**src/cmac_link_params.svh**
```systemverilog
`ifndef CMAC_LINK_PARAMS_SVH
`define CMAC_LINK_PARAMS_SVH

`define CMAC_CNT_W 32                 // byte and packet totals
`define CMAC_ERR_W 16                 // error event counters
`define CMAC_WB_AW 4                  // word address, 16 registers
`define CMAC_WB_DW 32

// register map, word addresses
`define CMAC_REG_RX_GOOD_PKTS   4'd0
`define CMAC_REG_RX_TOTAL_PKTS  4'd1
`define CMAC_REG_RX_GOOD_BYTES  4'd2
`define CMAC_REG_RX_TOTAL_BYTES 4'd3
`define CMAC_REG_TX_GOOD_PKTS   4'd4
`define CMAC_REG_TX_TOTAL_PKTS  4'd5
`define CMAC_REG_TX_GOOD_BYTES  4'd6
`define CMAC_REG_TX_TOTAL_BYTES 4'd7
`define CMAC_REG_ALIGN_ERR      4'd8
`define CMAC_REG_CODE_ERR       4'd9
`define CMAC_REG_FCS_ERR        4'd10
`define CMAC_REG_PREAMBLE_ERR   4'd11
`define CMAC_REG_SFD_ERR        4'd12
`define CMAC_REG_OVF_CNT        4'd13
`define CMAC_REG_UNF_CNT        4'd14
`define CMAC_REG_STATUS         4'd15 // bit 0 rx up, bit 1 tx up

`endif

```
**src/cmac_link_pkg.sv**
```systemverilog
`include "cmac_link_params.svh"

package cmac_link_pkg;

  typedef logic [2:0]  seg_err_t;     // one flag per lbus segment
  typedef logic [6:0]  rx_bytes_t;    // rx bytes per cycle
  typedef logic [5:0]  tx_bytes_t;    // tx bytes per cycle
  typedef logic [13:0] good_bytes_t;  // good bytes per cycle

  typedef logic [`CMAC_CNT_W-1:0] cnt_t;
  typedef logic [`CMAC_ERR_W-1:0] err_cnt_t;
  typedef logic [`CMAC_WB_AW-1:0] wb_adr_t;
  typedef logic [`CMAC_WB_DW-1:0] wb_data_t;

  // rx bring-up
  typedef enum logic [1:0] {
    rx_idle,
    rx_gt_locked,                     // enable goes out here
    rx_wait_aligned,
    rx_link_up
  } rx_state_t;

  // tx bring-up, fault indication until aligned
  typedef enum logic [1:0] {
    tx_idle,
    tx_gt_locked,                     // lfi/rfi start here
    tx_wait_aligned,
    tx_link_up
  } tx_state_t;

endpackage

```
**src/cmac_link_if.sv**
```systemverilog
`timescale 1ns/1ps

// registered mac status and statistics
interface stat_if;
  import cmac_link_pkg::*;

  logic        aligned;
  logic        aligned_err;
  seg_err_t    bad_code;
  seg_err_t    bad_fcs;
  logic        bad_preamble;
  logic        bad_sfd;
  logic        ovf;                   // tx fifo overflow
  logic        unf;                   // tx fifo underflow
  rx_bytes_t   rx_total_bytes;
  good_bytes_t rx_good_bytes;
  logic        rx_good_pkts;
  seg_err_t    rx_total_pkts;         // up to 3 per cycle
  tx_bytes_t   tx_total_bytes;
  good_bytes_t tx_good_bytes;
  logic        tx_good_pkts;
  logic        tx_total_pkts;

  modport src (
    output aligned, aligned_err, bad_code, bad_fcs, bad_preamble, bad_sfd, ovf, unf,
    output rx_total_bytes, rx_good_bytes, rx_good_pkts, rx_total_pkts,
    output tx_total_bytes, tx_good_bytes, tx_good_pkts, tx_total_pkts
  );
  modport dst (
    input aligned, aligned_err, bad_code, bad_fcs, bad_preamble, bad_sfd, ovf, unf,
    input rx_total_bytes, rx_good_bytes, rx_good_pkts, rx_total_pkts,
    input tx_total_bytes, tx_good_bytes, tx_good_pkts, tx_total_pkts
  );
endinterface

// accumulated counters towards the register file
interface cnt_if;
  import cmac_link_pkg::*;

  cnt_t     rx_good_pkts, rx_total_pkts, rx_good_bytes, rx_total_bytes;
  cnt_t     tx_good_pkts, tx_total_pkts, tx_good_bytes, tx_total_bytes;
  err_cnt_t align_err, code_err, fcs_err, preamble_err, sfd_err, ovf_cnt, unf_cnt;

  modport src (
    output rx_good_pkts, rx_total_pkts, rx_good_bytes, rx_total_bytes,
    output tx_good_pkts, tx_total_pkts, tx_good_bytes, tx_total_bytes,
    output align_err, code_err, fcs_err, preamble_err, sfd_err, ovf_cnt, unf_cnt
  );
  modport dst (
    input rx_good_pkts, rx_total_pkts, rx_good_bytes, rx_total_bytes,
    input tx_good_pkts, tx_total_pkts, tx_good_bytes, tx_total_bytes,
    input align_err, code_err, fcs_err, preamble_err, sfd_err, ovf_cnt, unf_cnt
  );
endinterface

```
**src/stat_sampler.sv**
```systemverilog
`timescale 1ns/1ps

module stat_sampler (
  input  logic                       cmac_drp,
  input  logic                       usr_rx_reset_w,
  input  logic                       stat_rx_aligned,
  input  logic                       stat_rx_aligned_err,
  input  cmac_link_pkg::seg_err_t    stat_rx_bad_code,
  input  cmac_link_pkg::seg_err_t    stat_rx_bad_fcs,
  input  logic                       stat_rx_bad_preamble,
  input  logic                       stat_rx_bad_sfd,
  input  logic                       tx_ovfout,
  input  logic                       tx_unfout,
  input  cmac_link_pkg::rx_bytes_t   stat_rx_total_bytes,
  input  cmac_link_pkg::good_bytes_t stat_rx_total_good_bytes,
  input  logic                       stat_rx_total_good_packets,
  input  cmac_link_pkg::seg_err_t    stat_rx_total_packets,
  input  cmac_link_pkg::tx_bytes_t   stat_tx_total_bytes,
  input  cmac_link_pkg::good_bytes_t stat_tx_total_good_bytes,
  input  logic                       stat_tx_total_good_packets,
  input  logic                       stat_tx_total_packets,
  stat_if.src                        st
);

  // one register stage on every mac status bit, gives the fsms aligned_1d
  always_ff @(posedge cmac_drp) begin
    if (usr_rx_reset_w) begin
      st.aligned        <= 1'b0;            // no link during reset
      st.aligned_err    <= 1'b0;
      st.bad_code       <= '0;
      st.bad_fcs        <= '0;
      st.bad_preamble   <= 1'b0;
      st.bad_sfd        <= 1'b0;
      st.ovf            <= 1'b0;
      st.unf            <= 1'b0;
      st.rx_total_bytes <= '0;              // no stray counts at release
      st.rx_good_bytes  <= '0;
      st.rx_good_pkts   <= 1'b0;
      st.rx_total_pkts  <= '0;
      st.tx_total_bytes <= '0;
      st.tx_good_bytes  <= '0;
      st.tx_good_pkts   <= 1'b0;
      st.tx_total_pkts  <= 1'b0;
    end else begin
      st.aligned        <= stat_rx_aligned;
      st.aligned_err    <= stat_rx_aligned_err;
      st.bad_code       <= stat_rx_bad_code;
      st.bad_fcs        <= stat_rx_bad_fcs;
      st.bad_preamble   <= stat_rx_bad_preamble;
      st.bad_sfd        <= stat_rx_bad_sfd;
      st.ovf            <= tx_ovfout;
      st.unf            <= tx_unfout;
      st.rx_total_bytes <= stat_rx_total_bytes;
      st.rx_good_bytes  <= stat_rx_total_good_bytes;
      st.rx_good_pkts   <= stat_rx_total_good_packets;
      st.rx_total_pkts  <= stat_rx_total_packets;
      st.tx_total_bytes <= stat_tx_total_bytes;
      st.tx_good_bytes  <= stat_tx_total_good_bytes;
      st.tx_good_pkts   <= stat_tx_total_good_packets;
      st.tx_total_pkts  <= stat_tx_total_packets;
    end
  end

endmodule

```
**src/rx_bringup_fsm.sv**
```systemverilog
`timescale 1ns/1ps

module rx_bringup_fsm (
  input  logic cmac_drp,
  input  logic usr_rx_reset_w,
  stat_if.dst  st,
  output logic ctl_rx_enable,
  output logic rx_link_up
);
  import cmac_link_pkg::*;

  rx_state_t state;
  logic      reset_done;                    // high from 1st edge after reset

  always_ff @(posedge cmac_drp) begin
    if (usr_rx_reset_w) begin
      state         <= rx_idle;
      reset_done    <= 1'b0;
      ctl_rx_enable <= 1'b0;
    end else begin
      reset_done <= 1'b1;
      case (state)
        rx_idle: begin
          ctl_rx_enable <= 1'b0;            // drops here after align loss
          if (reset_done) state <= rx_gt_locked;
        end
        rx_gt_locked: begin
          ctl_rx_enable <= 1'b1;            // 3rd edge after reset release
          state         <= rx_wait_aligned;
        end
        rx_wait_aligned: begin
          if (st.aligned) state <= cmac_link_pkg::rx_link_up;
        end
        cmac_link_pkg::rx_link_up: begin
          if (!st.aligned) state <= rx_idle; // restart whole sequence
        end
        default: state <= rx_idle;
      endcase
    end
  end

  // port name hides the enum literal, hence the scoped name
  assign rx_link_up = (state == cmac_link_pkg::rx_link_up);

endmodule

```
**src/tx_bringup_fsm.sv**
```systemverilog
`timescale 1ns/1ps

module tx_bringup_fsm (
  input  logic cmac_drp,
  input  logic usr_rx_reset_w,
  stat_if.dst  st,
  output logic ctl_tx_enable,
  output logic ctl_tx_send_lfi,
  output logic ctl_tx_send_rfi,
  output logic tx_link_up
);
  import cmac_link_pkg::*;

  tx_state_t state;
  logic      reset_done;                    // own flag, same timing as rx

  always_ff @(posedge cmac_drp) begin
    if (usr_rx_reset_w) begin
      state           <= tx_idle;
      reset_done      <= 1'b0;
      ctl_tx_enable   <= 1'b0;
      ctl_tx_send_lfi <= 1'b0;
      ctl_tx_send_rfi <= 1'b0;
    end else begin
      reset_done <= 1'b1;
      case (state)
        tx_idle: begin
          ctl_tx_enable   <= 1'b0;          // all quiet
          ctl_tx_send_lfi <= 1'b0;
          ctl_tx_send_rfi <= 1'b0;
          if (reset_done) state <= tx_gt_locked;
        end
        tx_gt_locked: begin
          ctl_tx_enable   <= 1'b0;
          ctl_tx_send_lfi <= 1'b1;          // tell far end we are not up
          ctl_tx_send_rfi <= 1'b1;
          state           <= tx_wait_aligned;
        end
        tx_wait_aligned: begin
          if (st.aligned) state <= cmac_link_pkg::tx_link_up;
        end
        cmac_link_pkg::tx_link_up: begin
          ctl_tx_send_lfi <= 1'b0;          // faults off, same edge as enable
          ctl_tx_send_rfi <= 1'b0;
          ctl_tx_enable   <= 1'b1;
          if (!st.aligned) state <= tx_idle;
        end
        default: state <= tx_idle;
      endcase
    end
  end

  assign tx_link_up = (state == cmac_link_pkg::tx_link_up);

endmodule

```
**src/stat_counters.sv**
```systemverilog
`timescale 1ns/1ps

module stat_counters (
  input  logic cmac_drp,
  input  logic usr_rx_reset_w,
  stat_if.dst  st,
  cnt_if.src   cnt
);
  import cmac_link_pkg::*;

  ////////////////////////////////////////////////////////////////////////////
  // totals, add per-cycle increment, wrap at 2^32
  ////////////////////////////////////////////////////////////////////////////

  always_ff @(posedge cmac_drp) begin
    if (usr_rx_reset_w) begin
      cnt.rx_good_pkts   <= '0;
      cnt.rx_total_pkts  <= '0;
      cnt.rx_good_bytes  <= '0;
      cnt.rx_total_bytes <= '0;
      cnt.tx_good_pkts   <= '0;
      cnt.tx_total_pkts  <= '0;
      cnt.tx_good_bytes  <= '0;
      cnt.tx_total_bytes <= '0;
    end else begin
      cnt.rx_good_pkts   <= cnt.rx_good_pkts + cnt_t'(st.rx_good_pkts);
      cnt.rx_total_pkts  <= cnt.rx_total_pkts + cnt_t'(st.rx_total_pkts); // 0..3
      cnt.rx_good_bytes  <= cnt.rx_good_bytes + cnt_t'(st.rx_good_bytes);
      cnt.rx_total_bytes <= cnt.rx_total_bytes + cnt_t'(st.rx_total_bytes);
      cnt.tx_good_pkts   <= cnt.tx_good_pkts + cnt_t'(st.tx_good_pkts);
      cnt.tx_total_pkts  <= cnt.tx_total_pkts + cnt_t'(st.tx_total_pkts);
      cnt.tx_good_bytes  <= cnt.tx_good_bytes + cnt_t'(st.tx_good_bytes);
      cnt.tx_total_bytes <= cnt.tx_total_bytes + cnt_t'(st.tx_total_bytes);
    end
  end

  ////////////////////////////////////////////////////////////////////////////
  // error events, one count per cycle with any flag set
  ////////////////////////////////////////////////////////////////////////////

  always_ff @(posedge cmac_drp) begin
    if (usr_rx_reset_w) begin
      cnt.align_err    <= '0;
      cnt.code_err     <= '0;
      cnt.fcs_err      <= '0;
      cnt.preamble_err <= '0;
      cnt.sfd_err      <= '0;
      cnt.ovf_cnt      <= '0;
      cnt.unf_cnt      <= '0;
    end else begin
      if (st.aligned_err) cnt.align_err <= cnt.align_err + 1'b1;
      if (|st.bad_code) cnt.code_err <= cnt.code_err + 1'b1;  // any segment
      if (|st.bad_fcs) cnt.fcs_err <= cnt.fcs_err + 1'b1;
      if (st.bad_preamble) cnt.preamble_err <= cnt.preamble_err + 1'b1;
      if (st.bad_sfd) cnt.sfd_err <= cnt.sfd_err + 1'b1;
      if (st.ovf) cnt.ovf_cnt <= cnt.ovf_cnt + 1'b1;         // tx fifo
      if (st.unf) cnt.unf_cnt <= cnt.unf_cnt + 1'b1;
    end
  end

endmodule

```
**src/wb_stat_regs.sv**
```systemverilog
`timescale 1ns/1ps
`include "cmac_link_params.svh"

module wb_stat_regs (
  input  logic                    cmac_drp,
  input  logic                    usr_rx_reset_w,
  cnt_if.dst                      cnt,
  input  logic                    rx_link_up,
  input  logic                    tx_link_up,
  input  logic                    wb_cyc,
  input  logic                    wb_stb,
  input  logic                    wb_we,
  input  cmac_link_pkg::wb_adr_t  wb_adr,
  input  cmac_link_pkg::wb_data_t wb_wdata,  // read-only map, data dropped
  output cmac_link_pkg::wb_data_t wb_rdata,
  output logic                    wb_ack
);
  import cmac_link_pkg::*;

  wb_data_t rd_mux;
  logic     req;                         // new access this cycle

  assign req = wb_cyc & wb_stb & ~wb_ack; // ack cycle never starts another

  ////////////////////////////////////////////////////////////////////////////
  // read decode
  ////////////////////////////////////////////////////////////////////////////

  always_comb begin
    case (wb_adr)
      `CMAC_REG_RX_GOOD_PKTS:   rd_mux = cnt.rx_good_pkts;
      `CMAC_REG_RX_TOTAL_PKTS:  rd_mux = cnt.rx_total_pkts;
      `CMAC_REG_RX_GOOD_BYTES:  rd_mux = cnt.rx_good_bytes;
      `CMAC_REG_RX_TOTAL_BYTES: rd_mux = cnt.rx_total_bytes;
      `CMAC_REG_TX_GOOD_PKTS:   rd_mux = cnt.tx_good_pkts;
      `CMAC_REG_TX_TOTAL_PKTS:  rd_mux = cnt.tx_total_pkts;
      `CMAC_REG_TX_GOOD_BYTES:  rd_mux = cnt.tx_good_bytes;
      `CMAC_REG_TX_TOTAL_BYTES: rd_mux = cnt.tx_total_bytes;
      `CMAC_REG_ALIGN_ERR:      rd_mux = wb_data_t'(cnt.align_err);  // zero ext
      `CMAC_REG_CODE_ERR:       rd_mux = wb_data_t'(cnt.code_err);
      `CMAC_REG_FCS_ERR:        rd_mux = wb_data_t'(cnt.fcs_err);
      `CMAC_REG_PREAMBLE_ERR:   rd_mux = wb_data_t'(cnt.preamble_err);
      `CMAC_REG_SFD_ERR:        rd_mux = wb_data_t'(cnt.sfd_err);
      `CMAC_REG_OVF_CNT:        rd_mux = wb_data_t'(cnt.ovf_cnt);
      `CMAC_REG_UNF_CNT:        rd_mux = wb_data_t'(cnt.unf_cnt);
      `CMAC_REG_STATUS:         rd_mux = wb_data_t'({tx_link_up, rx_link_up});
      default:                  rd_mux = '0;
    endcase
  end

  ////////////////////////////////////////////////////////////////////////////
  // one-cycle ack, rdata registered with it
  ////////////////////////////////////////////////////////////////////////////

  always_ff @(posedge cmac_drp) begin
    if (usr_rx_reset_w) begin
      wb_ack <= 1'b0;
    end else begin
      wb_ack <= req;                      // single pulse, low the cycle after
    end
  end

  always_ff @(posedge cmac_drp) begin
    if (req) begin
      wb_rdata <= wb_we ? '0 : rd_mux;    // writes acked, no effect
    end
  end

endmodule

```
**src/cmac_link_ctrl.sv**
```systemverilog
`timescale 1ns/1ps

module cmac_link_ctrl (
  input  logic                       cmac_drp,
  input  logic                       usr_rx_reset_w,
  // mac status and statistics
  input  logic                       stat_rx_aligned,
  input  logic                       stat_rx_aligned_err,
  input  cmac_link_pkg::seg_err_t    stat_rx_bad_code,
  input  cmac_link_pkg::seg_err_t    stat_rx_bad_fcs,
  input  logic                       stat_rx_bad_preamble,
  input  logic                       stat_rx_bad_sfd,
  input  logic                       tx_ovfout,
  input  logic                       tx_unfout,
  input  cmac_link_pkg::rx_bytes_t   stat_rx_total_bytes,
  input  cmac_link_pkg::good_bytes_t stat_rx_total_good_bytes,
  input  logic                       stat_rx_total_good_packets,
  input  cmac_link_pkg::seg_err_t    stat_rx_total_packets,
  input  cmac_link_pkg::tx_bytes_t   stat_tx_total_bytes,
  input  cmac_link_pkg::good_bytes_t stat_tx_total_good_bytes,
  input  logic                       stat_tx_total_good_packets,
  input  logic                       stat_tx_total_packets,
  // mac control
  output logic                       ctl_rx_enable,
  output logic                       ctl_tx_enable,
  output logic                       ctl_tx_send_lfi,
  output logic                       ctl_tx_send_rfi,
  output logic                       link_up,       // tx side up, link usable
  // wishbone classic slave
  input  logic                       wb_cyc,
  input  logic                       wb_stb,
  input  logic                       wb_we,
  input  cmac_link_pkg::wb_adr_t     wb_adr,
  input  cmac_link_pkg::wb_data_t    wb_wdata,
  output cmac_link_pkg::wb_data_t    wb_rdata,
  output logic                       wb_ack
);

  stat_if st ();                              // sampled mac status
  cnt_if  cnt ();                             // counters to register file

  logic rx_link_up;
  logic tx_link_up;

  assign link_up = tx_link_up;

  stat_sampler i_stat_sampler (
    .cmac_drp, .usr_rx_reset_w,
    .stat_rx_aligned, .stat_rx_aligned_err, .stat_rx_bad_code, .stat_rx_bad_fcs,
    .stat_rx_bad_preamble, .stat_rx_bad_sfd, .tx_ovfout, .tx_unfout,
    .stat_rx_total_bytes, .stat_rx_total_good_bytes,
    .stat_rx_total_good_packets, .stat_rx_total_packets,
    .stat_tx_total_bytes, .stat_tx_total_good_bytes,
    .stat_tx_total_good_packets, .stat_tx_total_packets,
    .st (st)
  );

  rx_bringup_fsm i_rx_fsm (
    .cmac_drp, .usr_rx_reset_w,
    .st            (st),
    .ctl_rx_enable,
    .rx_link_up
  );

  tx_bringup_fsm i_tx_fsm (
    .cmac_drp, .usr_rx_reset_w,
    .st            (st),
    .ctl_tx_enable, .ctl_tx_send_lfi, .ctl_tx_send_rfi,
    .tx_link_up
  );

  stat_counters i_stat_counters (
    .cmac_drp, .usr_rx_reset_w,
    .st  (st),
    .cnt (cnt)
  );

  wb_stat_regs i_wb_stat_regs (
    .cmac_drp, .usr_rx_reset_w,
    .cnt (cnt),
    .rx_link_up, .tx_link_up,
    .wb_cyc, .wb_stb, .wb_we, .wb_adr, .wb_wdata, .wb_rdata, .wb_ack
  );

endmodule

```
**config.mk**
```make
export PLATFORM = sky130hd
export DESIGN_NAME = cmac_link_ctrl
export DESIGN_NICKNAME = d
export VERILOG_FILES = /design/src/cmac_link_pkg.sv /design/src/cmac_link_if.sv /design/src/stat_sampler.sv /design/src/rx_bringup_fsm.sv /design/src/tx_bringup_fsm.sv /design/src/stat_counters.sv /design/src/wb_stat_regs.sv /design/src/cmac_link_ctrl.sv
export VERILOG_INCLUDE_DIRS = /design/src
export SDC_FILE = /design/constraint.sdc
export NUM_CORES = 1
export LEC_CHECK = 0
export BUFFER_PORTS_ARGS = -buffer_cell sky130_fd_sc_hd__buf_2
export CORE_MARGIN = 4
export CORE_UTILIZATION = 50
export CTS_BUF_LIST = sky130_fd_sc_hd__clkbuf_16
export CTS_CLUSTER_DIAMETER = 150
export DETAILED_ROUTE_END_ITERATION = 8
export MAX_ROUTING_LAYER = met4
export PLACE_DENSITY = 0.67
export SYNTH_ARGS = -nofsm -noshare
export SYNTH_HDL_FRONTEND = slang
export SYNTH_SLANG_ARGS = --single-unit
```
**constraint.sdc**
```tcl
create_clock -name cmac_drp -period 2.72 [get_ports cmac_drp]
set_input_delay 0.136 -clock cmac_drp [delete_from_list [all_inputs] [get_ports cmac_drp]]
set_output_delay 0.136 -clock cmac_drp [all_outputs]
set_load 0.02 [all_outputs]
```
-- Word level (Yosys, flattened, before mapping)
Cells that the tools add are included.
- bits in registers: 468
- input bits: 100
- add/sub/neg operators: 15
- equal/unequal tests: 27
- muxes and demuxes: 10
- bitwise operators: 3
- reductions and logical operators: 12
- operators with widths (kind ; number):
    one-hot mux 32 bit (16 select lines) ; 1
    adder 16 x 1 -> 16 bit (second input constant) ; 7
    adder 32 x 1 -> 32 bit ; 3
    adder 32 x 14 -> 32 bit ; 2
    adder 32 x 3 -> 32 bit ; 1
    adder 32 x 6 -> 32 bit ; 1
    adder 32 x 7 -> 32 bit ; 1
    == test 4 bit (second input constant) ; 8
    == test 4 x 3 -> 1 bit (second input constant) ; 4
    one-hot mux 2 bit (4 select lines) ; 2
    == test 2 bit (second input constant) ; 4
    == test 4 x 2 -> 1 bit (second input constant) ; 2
    != test 2 bit (second input constant) ; 4
    two-way mux 2 bit ; 3
    one-hot mux 1 bit (2 select lines) ; 3
    AND reduction 3 bit ; 2
    nonzero test 2 bit ; 3
    OR reduction 3 bit ; 2
    == test 2 x 1 -> 1 bit (second input constant) ; 2
    == test 4 x 1 -> 1 bit (second input constant) ; 1
    zero test 2 bit ; 2
    zero test 4 bit ; 1
    != test 2 x 1 -> 1 bit (second input constant) ; 2
    OR reduction 2 bit ; 2
    3 further kinds ; 4

-- Depth between registers and ports, before layout
Gate-level depths: netlist of the first run.
- word-level depth: 3
- gate-level depth with buffers: 10
- gate-level depth less buffers: 9

-- Modules after synthesis
A second synthesis of the first run with hierarchy kept.
- cells, all modules: 2662
- area, all modules: 23765.3 um^2
- modules (own cells, without submodules) (module ; times used ; cells an instance ; area each (um^2) ; sequential area each (um^2)):
    stat_counters ; 1 ; 1979 ; 17204.0 ; 7367.1
    wb_stat_regs ; 1 ; 511 ; 4498.1 ; 980.9
    stat_sampler ; 1 ; 124 ; 1589.0 ; 1181.1
    tx_bringup_fsm ; 1 ; 23 ; 247.7 ; 100.1
    rx_bringup_fsm ; 1 ; 25 ; 226.5 ; 80.1

-- Worst setup path after synthesis of the first run
No wires, ideal clock.
- kind: register -> register
- from: reg i_stat_counters.cnt.rx_good_bytes[0]
- to: reg i_stat_counters.cnt.rx_good_bytes[20]
- library setup time: 0.121 ns
- arrival: 2.329 ns
- data required time: 2.599 ns
- slack: 0.270 ns
- stages on the path, launching flop included: 9
- path buffers: 0
- clock period less this slack: 2.450 ns
- cell sequence: dfxtp_1 ha_1 fa_1 a211oi_1 o21ai_1 o2111ai_1 a21oi_2 nand3_1 mux2_2
- word-level cells in the longest chain between the ends: 1
- RTL lines (what ; line ; RTL):
    start, declared ; cmac_link_if.sv:45 ; output rx_good_pkts, rx_total_pkts, rx_good_bytes, rx_total_bytes,
    adder 32 x 14 -> 32 bit ; stat_counters.sv:28 ; cnt.rx_good_bytes <= cnt.rx_good_bytes + cnt_t'(st.rx_good_bytes);
No other way between the ends.
A chain may end at the register's enable or synchronous reset.

-- Final worst setup path of the first run
- from: reg i_stat_counters.cnt.tx_good_bytes[0]
- to: reg i_stat_counters.cnt.tx_good_bytes[28]
- word-level cells in the longest chain between the ends: 1
- RTL lines (what ; line ; RTL):
    start, declared ; cmac_link_if.sv:46 ; output tx_good_pkts, tx_total_pkts, tx_good_bytes, tx_total_bytes,
    adder 32 x 14 -> 32 bit ; stat_counters.sv:32 ; cnt.tx_good_bytes <= cnt.tx_good_bytes + cnt_t'(st.tx_good_bytes);
No other way between the ends.

==> results of run 1 <==
## worst paths after layout
| kind | from | end | slack, ns | cells after the start |
|---|---|---|---|---|
| max | i_stat_counters.cnt.tx_good_bytes[0] | i_stat_counters.cnt.tx_good_bytes[28] | 0.11 | 8 |
| min | wb_cyc | i_wb_stat_regs.wb_rdata[24] | 0.13 | 3 |
| max reg2reg | i_stat_counters.cnt.tx_good_bytes[0] | i_stat_counters.cnt.tx_good_bytes[28] | 0.11 | 8 |
| min reg2reg | i_stat_counters.cnt.rx_total_bytes[31] | i_stat_counters.cnt.rx_total_bytes[31] | 0.49 | 2 |
## worst reg2reg max path: stages, from the launching register on
cell and delay [ns]:
sky130_fd_sc_hd__dfxtp_1 0.34, sky130_fd_sc_hd__ha_1 0.29, sky130_fd_sc_hd__fa_2 0.29, sky130_fd_sc_hd__a21o_4 0.14, sky130_fd_sc_hd__a31oi_2 0.13, sky130_fd_sc_hd__or4b_4 0.64
sky130_fd_sc_hd__a2111oi_4 0.40, sky130_fd_sc_hd__a31o_1 0.19, sky130_fd_sc_hd__a21oi_1 0.06
## final cells by class
type	count	area (µm²)
flip-flops and latches	468	9690
diodes	2	5.00
clock inverters	40	312
clock buffers	53	1330
multi-input cells	1859	12000
inverters	35	131
fillers	3760	17600
repair buffers	228	1700
well taps	585	732
## routing by layer
| layer | wire length [µm] | share of wire [%] | track usage (%) | vias to the layer above |
|---|---|---|---|---|
| met2 | 29200 | 44 | 42.8 | 820 |
| li1 | - | - | - | 9169 |
| met4 | 2290 | 3.5 | 8.91 | 0 |
| met5 | 0 | 0 | - | - |
| met3 | 5670 | 8.6 | 4.96 | 150 |
| met1 | 28900 | 44 | 38.0 | 9227 |
## repair_timing
action                                  in CTS  in global routing
endpoints found under the setup margin       0                 12
setup buffers                                0                  0
hold endpoints to repair                    61                  0
gates resized for setup                      0                  3
hold buffers                                62                  0
## flip-flops by register name (all words and copies together) (netlist names), 3 cells and up
register and cells:
i_stat_counters.cnt.ovf_cnt 16, i_stat_counters.cnt.unf_cnt 16, i_stat_counters.cnt.rx_good_bytes 32, i_stat_sampler.st.rx_total_pkts 3, i_stat_sampler.st.tx_total_bytes 6, i_stat_sampler.st.rx_good_bytes 14, i_stat_sampler.st.rx_total_bytes 7, i_stat_counters.cnt.preamble_err 16
i_stat_sampler.st.bad_fcs 3, i_stat_counters.cnt.rx_total_pkts 32, i_stat_counters.cnt.tx_total_bytes 32, i_stat_counters.cnt.rx_total_bytes 32, i_stat_counters.cnt.tx_good_bytes 32, i_stat_sampler.st.tx_good_bytes 14, i_stat_counters.cnt.sfd_err 16, i_stat_counters.cnt.rx_good_pkts 32
i_stat_counters.cnt.align_err 16, i_wb_stat_regs.wb_rdata 32, i_stat_counters.cnt.code_err 16, i_stat_counters.cnt.fcs_err 16, i_stat_counters.cnt.tx_good_pkts 32, i_stat_sampler.st.bad_code 3, i_stat_counters.cnt.tx_total_pkts 32
## power by group through the flow
stage,Clock [mW],Sequential [mW],Combinational [mW]
CTS,6.91,7.43,1.71
finish,6.82,7.43,1.73
floorplan,0,7.49,1.15
global route,7.18,7.45,1.92
detailed placement,0,7.58,1.64
global placement,0,7.57,1.59
## cell usage in the layout, fill, tap and decap left out, drive strengths merged, types with 12 or more instances in the layout
cell type,instances
a2111oi,14
a211oi,16
a21o,12
a21oi,103
a221oi,19
a222oi,16
a22o,17
a22oi,90
a31oi,22
and3,58
and4,20
buf,166
clkbuf,53
clkinv,25
dfxtp,436
dlygate4sd3,62
edfxtp,32
ha,66
inv,42
mux2i,16
nand2,129
nand3,133
nand4,80
nor2,390
nor2b,86
nor3,63
o21ai,43
o21bai,22
or3,27
xnor2,107
xor2,186
## cells by family after synthesis
family / count (synthesis) / synth area share [%]
buffers and inverters: 148 / 2.74
adder cells (fa/ha/maj): 71 / 4.17
AND/OR/NAND/NOR: 1046 / 23.2
flip-flops: 468 / 43.6
XOR/XNOR: 293 / 11.6
AO/OA/AOI/OAI: 423 / 13.5
multiplexers: 26 / 1.23
==> flow_metrics.env, run 1 <==
export IMPL_post_layout_nonfiller_instances=3270
export IMPL_grt_pass1_wl_mm=103
export IMPL_p_total_mw=16.0
export IMPL_timing_worst_slew_pin_value_ns=1.21
export IMPL_post_syn_instances=2475
export IMPL_cts_htree_levels=2
export IMPL_yosys_top_cells_area="sky130_fd_sc_hd__dfxtp_1 39%, sky130_fd_sc_hd__xor2_1 7.3%, sky130_fd_sc_hd__nor2_1 6.6%, sky130_fd_sc_hd__edfxtp_1 4.3%, sky130_fd_sc_hd__xnor2_1 4.2%"
export IMPL_io_buf_count=105
export IMPL_achievable_frequency_mhz=383
export IMPL_netSwitchingPower_mw=4.13
export IMPL_critPathKind="reg -> reg"
export IMPL_synth_area_mm2=0.0222
export IMPL_largest_net_degree_at_the_start_of_global_routing=150
export IMPL_route_detailed_vias_per_inst=5.92
export IMPL_post_route_worst_setup_slack_ns=0.106
export IMPL_design_die_area_mm2=0.0479
export IMPL_antenna_found_initial=3
export IMPL_rows=76
export IMPL_critical_path_cell_by_cell="ha_1 -> fa_2 -> a21o_4 -> a31oi_2 -> or4b_4 -> a2111oi_4 -> a31o_1 -> a21oi_1"
export IMPL_timing_critical_path_to_type="register"
export IMPL_p_int_mw=11.9
export IMPL_hold_path_class="in -> reg"
export IMPL_grt_ovfl_total=0
export IMPL_yosysTopAreaCell="sky130_fd_sc_hd__dfxtp_1"
export IMPL_drtAntennaViolNets=0
export IMPL_wire_length_per_cell_after_detailed_routing_um=20.2
export IMPL_die_width_um=219
export IMPL_cpLargestDelayFamily="compound AO/OA/AOI/OAI gates"
export IMPL_postSynthRegisterBits=468
export IMPL_pre_cts_slack_ns=0.0857
export IMPL_static_leakage_power_nw=9.64
export IMPL_first_global_vias=18300
export IMPL_insertion_delay_ns=0.59
export IMPL_cpPeakStageDelay_ns=0.64
export IMPL_clk_path_buf_depth=3
export IMPL_drv_max_cap_violation_count=0
export IMPL_gp_congestion=0.952
export IMPL_syn2layout_area_growth_pct=16.5
export IMPL_yosysMostFrequentCell="sky130_fd_sc_hd__dfxtp_1"
export IMPL_cp_arrival_ns=3.05
export IMPL_power_density_mw_per_mm2=618
export IMPL_synth_fp_nets=2646
export IMPL_ys_top_cells_by_count="436 x sky130_fd_sc_hd__dfxtp_1, 390 x sky130_fd_sc_hd__nor2_1, 186 x sky130_fd_sc_hd__xor2_1"
export IMPL_power_frac_comb_pct=10.8
export IMPL_residual_drc_count=0
export IMPL_timing_critical_path_slowest_stage_cell="sky130_fd_sc_hd__or4b_4"
export IMPL_postSynth_asyncResetShare_pct=0
export IMPL_run_status="finished clean"
export IMPL_final_area_mm2=0.0259
export IMPL_cts_root_buffer_cell="sky130_fd_sc_hd__clkbuf_16"
export IMPL_ir_worst_vdd_v=0.000408
export IMPL_top_cell_type_s_share_of_synthesized_area_pct=39.3
export IMPL_share_seq_of_total_power_pct=46.5
export IMPL_instance_area_after_placement_mm2=0.0236
export IMPL_placedCellCount=3113
export IMPL_path_buf_inv=0
export IMPL_finalHoldViolations=0
export IMPL_cts_sink_count=468
export IMPL_detail_route_iter0_violations=2206
export IMPL_globalRouteTotalUtil_pct=28.0
export IMPL_clk_pin_slew_worst_paths_ns=0.06
export IMPL_final_setup_viol_count=0
export IMPL_timing_final_crit_period_ns=2.61
export IMPL_cts_tree="built"
export IMPL_route_final_wire_length_mm=66.0
export IMPL_io_pins=138
export IMPL_dominantRegCellSynth="sky130_fd_sc_hd__dfxtp_1"
export IMPL_core_area_mm2=0.0435
export IMPL_yosysWarningCount=0
export IMPL_timing_clock_skew_ns=0.00973
export IMPL_final_hold_worst_slack_ns=0.135
export IMPL_timing_max_transition_violations_final=0
export IMPL_detail_route_first_pass_iterations=7
export IMPL_cts_buffers_inserted=50
export IMPL_synth_edff_count=32
export IMPL_timing_max_slew_rel_slack_pct=18.4
export IMPL_grt_setup_unrepaired="no"
export IMPL_start_util_pct=51.1
export IMPL_crit_path_max_fanout=6
export IMPL_seq_area_frac_synth_pct=43.6
export IMPL_layout_drive_gt1_share_pct=10.6
export IMPL_final_core_utilization_pct=59.5
export IMPL_timing_final_crit_share_pct=96.1
export IMPL_nets_final=2813
export IMPL_die_y_um=219
export IMPL_sw_frac_of_total_pct=25.8
export IMPL_setup_worst_path_start_class="register"
export IMPL_synth_cell_type_count=81
export IMPL_share_clk_of_total_power_pct=42.7
export IMPL_setup_tns_ns=0
export IMPL_worst_endpoint_required_ns=3.16
export IMPL_syn_avg_cell_area_um2=8.97
export IMPL_detailroute_via_count=19400
export IMPL_place_hpwl_mm=48.4
(Power assumes the default switching activity.)
==> inputs of run 2 (changes only) <==
- BUFFER_PORTS_ARGS: -buffer_cell sky130_fd_sc_hd__buf_2 -> default
- CAP_MARGIN: default -> 25
- DONT_BUFFER_PORTS: default -> 1
- PLACE_DENSITY: 0.67 -> 0.64
- RECOVER_POWER: default -> 100
==> flow_metrics.env, run 2 (same netlist as run 1, synthesis figures left out) <==
export IMPL_clk_pin_slew_worst_paths_ns=0.06
export IMPL_critPathKind="reg -> reg"
export IMPL_die_width_um=219
export IMPL_route_final_wire_length_mm=70.0
export IMPL_timing_max_transition_violations_final=33
export IMPL_clk_path_buf_depth=3
export IMPL_cts_root_buffer_cell="sky130_fd_sc_hd__clkbuf_16"
export IMPL_worst_endpoint_required_ns=3.25
export IMPL_grt_ovfl_total=0
export IMPL_share_seq_of_total_power_pct=47.0
export IMPL_largest_net_degree_at_the_start_of_global_routing=297
export IMPL_layout_drive_gt1_share_pct=6.92
export IMPL_power_frac_comb_pct=10.7
export IMPL_timing_clock_skew_ns=0.0166
export IMPL_antenna_found_initial=0
export IMPL_place_hpwl_mm=47.5
export IMPL_mostFrequentLayoutCell="sky130_fd_sc_hd__dfxtp_1"
export IMPL_grt_pass1_wl_mm=109
export IMPL_worstHoldPathCells=3
export IMPL_timing_worst_slew_pin_value_ns=1.50
export IMPL_timing_final_crit_period_ns=2.71
export IMPL_num_antenna_cells=0
export IMPL_globalRouteTotalUtil_pct=29.6
export IMPL_detail_route_iter0_violations=2033
export IMPL_detail_route_first_pass_iterations=7
export IMPL_pre_cts_slack_ns=0.144
export IMPL_power_density_mw_per_mm2=572
export IMPL_timing_max_slew_rel_slack_pct=-0.255
export IMPL_regToRegSetupSlack_ns=0.009
export IMPL_detailroute_via_count=20100
export IMPL_static_leakage_power_nw=10.9
export IMPL_nets_final=2962
export IMPL_critical_path_reg2reg_startpoint="i_stat_counters.cnt.tx_total_pkts[0]"
export IMPL_run_status="finished, violations left"
export IMPL_mostFrequentLayoutCells="434 x sky130_fd_sc_hd__dfxtp_1, 385 x sky130_fd_sc_hd__nor2_1, 313 x sky130_fd_sc_hd__dlygate4sd3_1"
export IMPL_gp_congestion=0.965
export IMPL_insertion_delay_ns=0.59
export IMPL_drv_max_cap_violation_count=1
export IMPL_worst_hold_startpoint="wb_adr[1]"
export IMPL_drtAntennaViolNets=0
export IMPL_timing_final_crit_share_pct=99.7
export IMPL_first_global_vias=19300
export IMPL_start_util_pct=51.1
export IMPL_residual_drc_count=0
export IMPL_netSwitchingPower_mw=4.11
export IMPL_rows=76
export IMPL_crit_path_max_fanout=7
export IMPL_violations="capacitance limit, slew limit"
export IMPL_rr_worst_depth=7
export IMPL_hold_path_class="in -> reg"
export IMPL_wire_length_per_cell_after_detailed_routing_um=20.5
export IMPL_finalHoldViolations=0
export IMPL_share_clk_of_total_power_pct=42.4
export IMPL_ir_worst_vdd_v=0.000734
export IMPL_post_route_worst_setup_slack_ns=0.00889
export IMPL_io_pins=138
export IMPL_syn2layout_area_growth_pct=25.5
export IMPL_sw_frac_of_total_pct=25.7
export IMPL_cp_arrival_ns=3.24
export IMPL_route_detailed_vias_per_inst=5.88
export IMPL_cts_tree="built"
export IMPL_final_setup_viol_count=0
export IMPL_core_area_mm2=0.0435
export IMPL_hold_path_endpoint="i_wb_stat_regs.wb_rdata[0]"
export IMPL_p_total_mw=15.9
export IMPL_io_buf_count=0
export IMPL_die_y_um=219
export IMPL_cts_htree_levels=2
export IMPL_timing_critical_path_to_type="register"
export IMPL_p_int_mw=11.8
export IMPL_cts_sink_count=468
export IMPL_r2r_end="i_stat_counters.cnt.tx_total_pkts[24]"
export IMPL_achievable_frequency_mhz=369
export IMPL_setup_worst_path_start_class="register"
export IMPL_cts_buffers_inserted=51
export IMPL_design_die_area_mm2=0.0479
## run 2: worst max-delay path, stage by stage (launching register included)
cell and delay [ns]:
sky130_fd_sc_hd__dfxtp_1 0.53, sky130_fd_sc_hd__ha_1 0.26, sky130_fd_sc_hd__ha_1 0.25, sky130_fd_sc_hd__nand2_1 0.11
sky130_fd_sc_hd__or4_1 0.64, sky130_fd_sc_hd__xor2_1 0.22, sky130_fd_sc_hd__nor2_1 0.09, sky130_fd_sc_hd__dlygate4sd3_1 0.54
## run 2: how the worst max path moves through the flow
| stage | startpoint | to | cells after the start |
|---|---|---|---|
| 2_1_floorplan | i_stat_counters.cnt.rx_good_bytes[0] | i_stat_counters.cnt.rx_good_bytes[20] | 8 |
| 3_3_place_gp | i_stat_counters.cnt.tx_good_bytes[0] | i_stat_counters.cnt.tx_good_bytes[28] | 8 |
| 3_5_place_dp | i_stat_counters.cnt.tx_good_bytes[0] | i_stat_counters.cnt.tx_good_bytes[28] | 8 |
| 4_1_cts | i_stat_sampler.st.tx_total_bytes[5] | i_stat_counters.cnt.tx_total_bytes[15] | 9 |
| 5_1_grt | i_stat_counters.cnt.tx_total_bytes[0] | i_stat_counters.cnt.tx_total_bytes[14] | 11 |
| 6_report | i_stat_counters.cnt.tx_total_pkts[0] | i_stat_counters.cnt.tx_total_pkts[24] | 7 |
## run 2: stage by stage
stage	utilization [%]	setup TNS, ns	instance area [µm²]	instances	hold WS, ns
after floorplan	-	0	22200	2475	0.264
after global routing	64.1	-0.0802	27900	3418	0.103
final	64.1	0	27900	3418	0.116
after detailed placement	52.8	0	22900	3003	0.246
after global placement	52.8	0	22900	3003	0.245
after CTS	63.8	0	27700	3412	0.00305
## run 2: power groups by stage
stage	combinational [mW]	sequential, mW	clock [mW]
2_1_floorplan	1.15	7.49	0
3_3_place_gp	1.31	7.63	0
3_5_place_dp	1.34	7.64	0
4_1_cts	1.62	7.49	6.84
5_1_grt	1.86	7.51	7.16
6_report	1.70	7.49	6.75
## run 2: cell type report
type / instances / area [µm²]
clock buffer: 53 / 1330
sequential: 468 / 9690
timing repair buffer: 376 / 3610
inverter: 35 / 131
clock inverter: 42 / 294
tap: 585 / 732
fill: 3596 / 15600
multi-input combinational: 1859 / 12100
## run 2: routing by layer
metal	part of all wire (%)	wire length [µm]	up-vias	global-route usage, %
met1	43	30400	9689	40.2
met4	3.2	2240	0	9.46
met2	45	31300	820	45.8
li1	-	-	9463	-
met3	8.6	6040	135	4.41
met5	0	0	-	-
## run 2: what timing repair did
item,4_1_cts,5_1_grt
hold buffers,314,0
buffers inserted,0,3
setup endpoints to repair,0,42
resized for setup,0,41
hold endpoints to repair,464,0
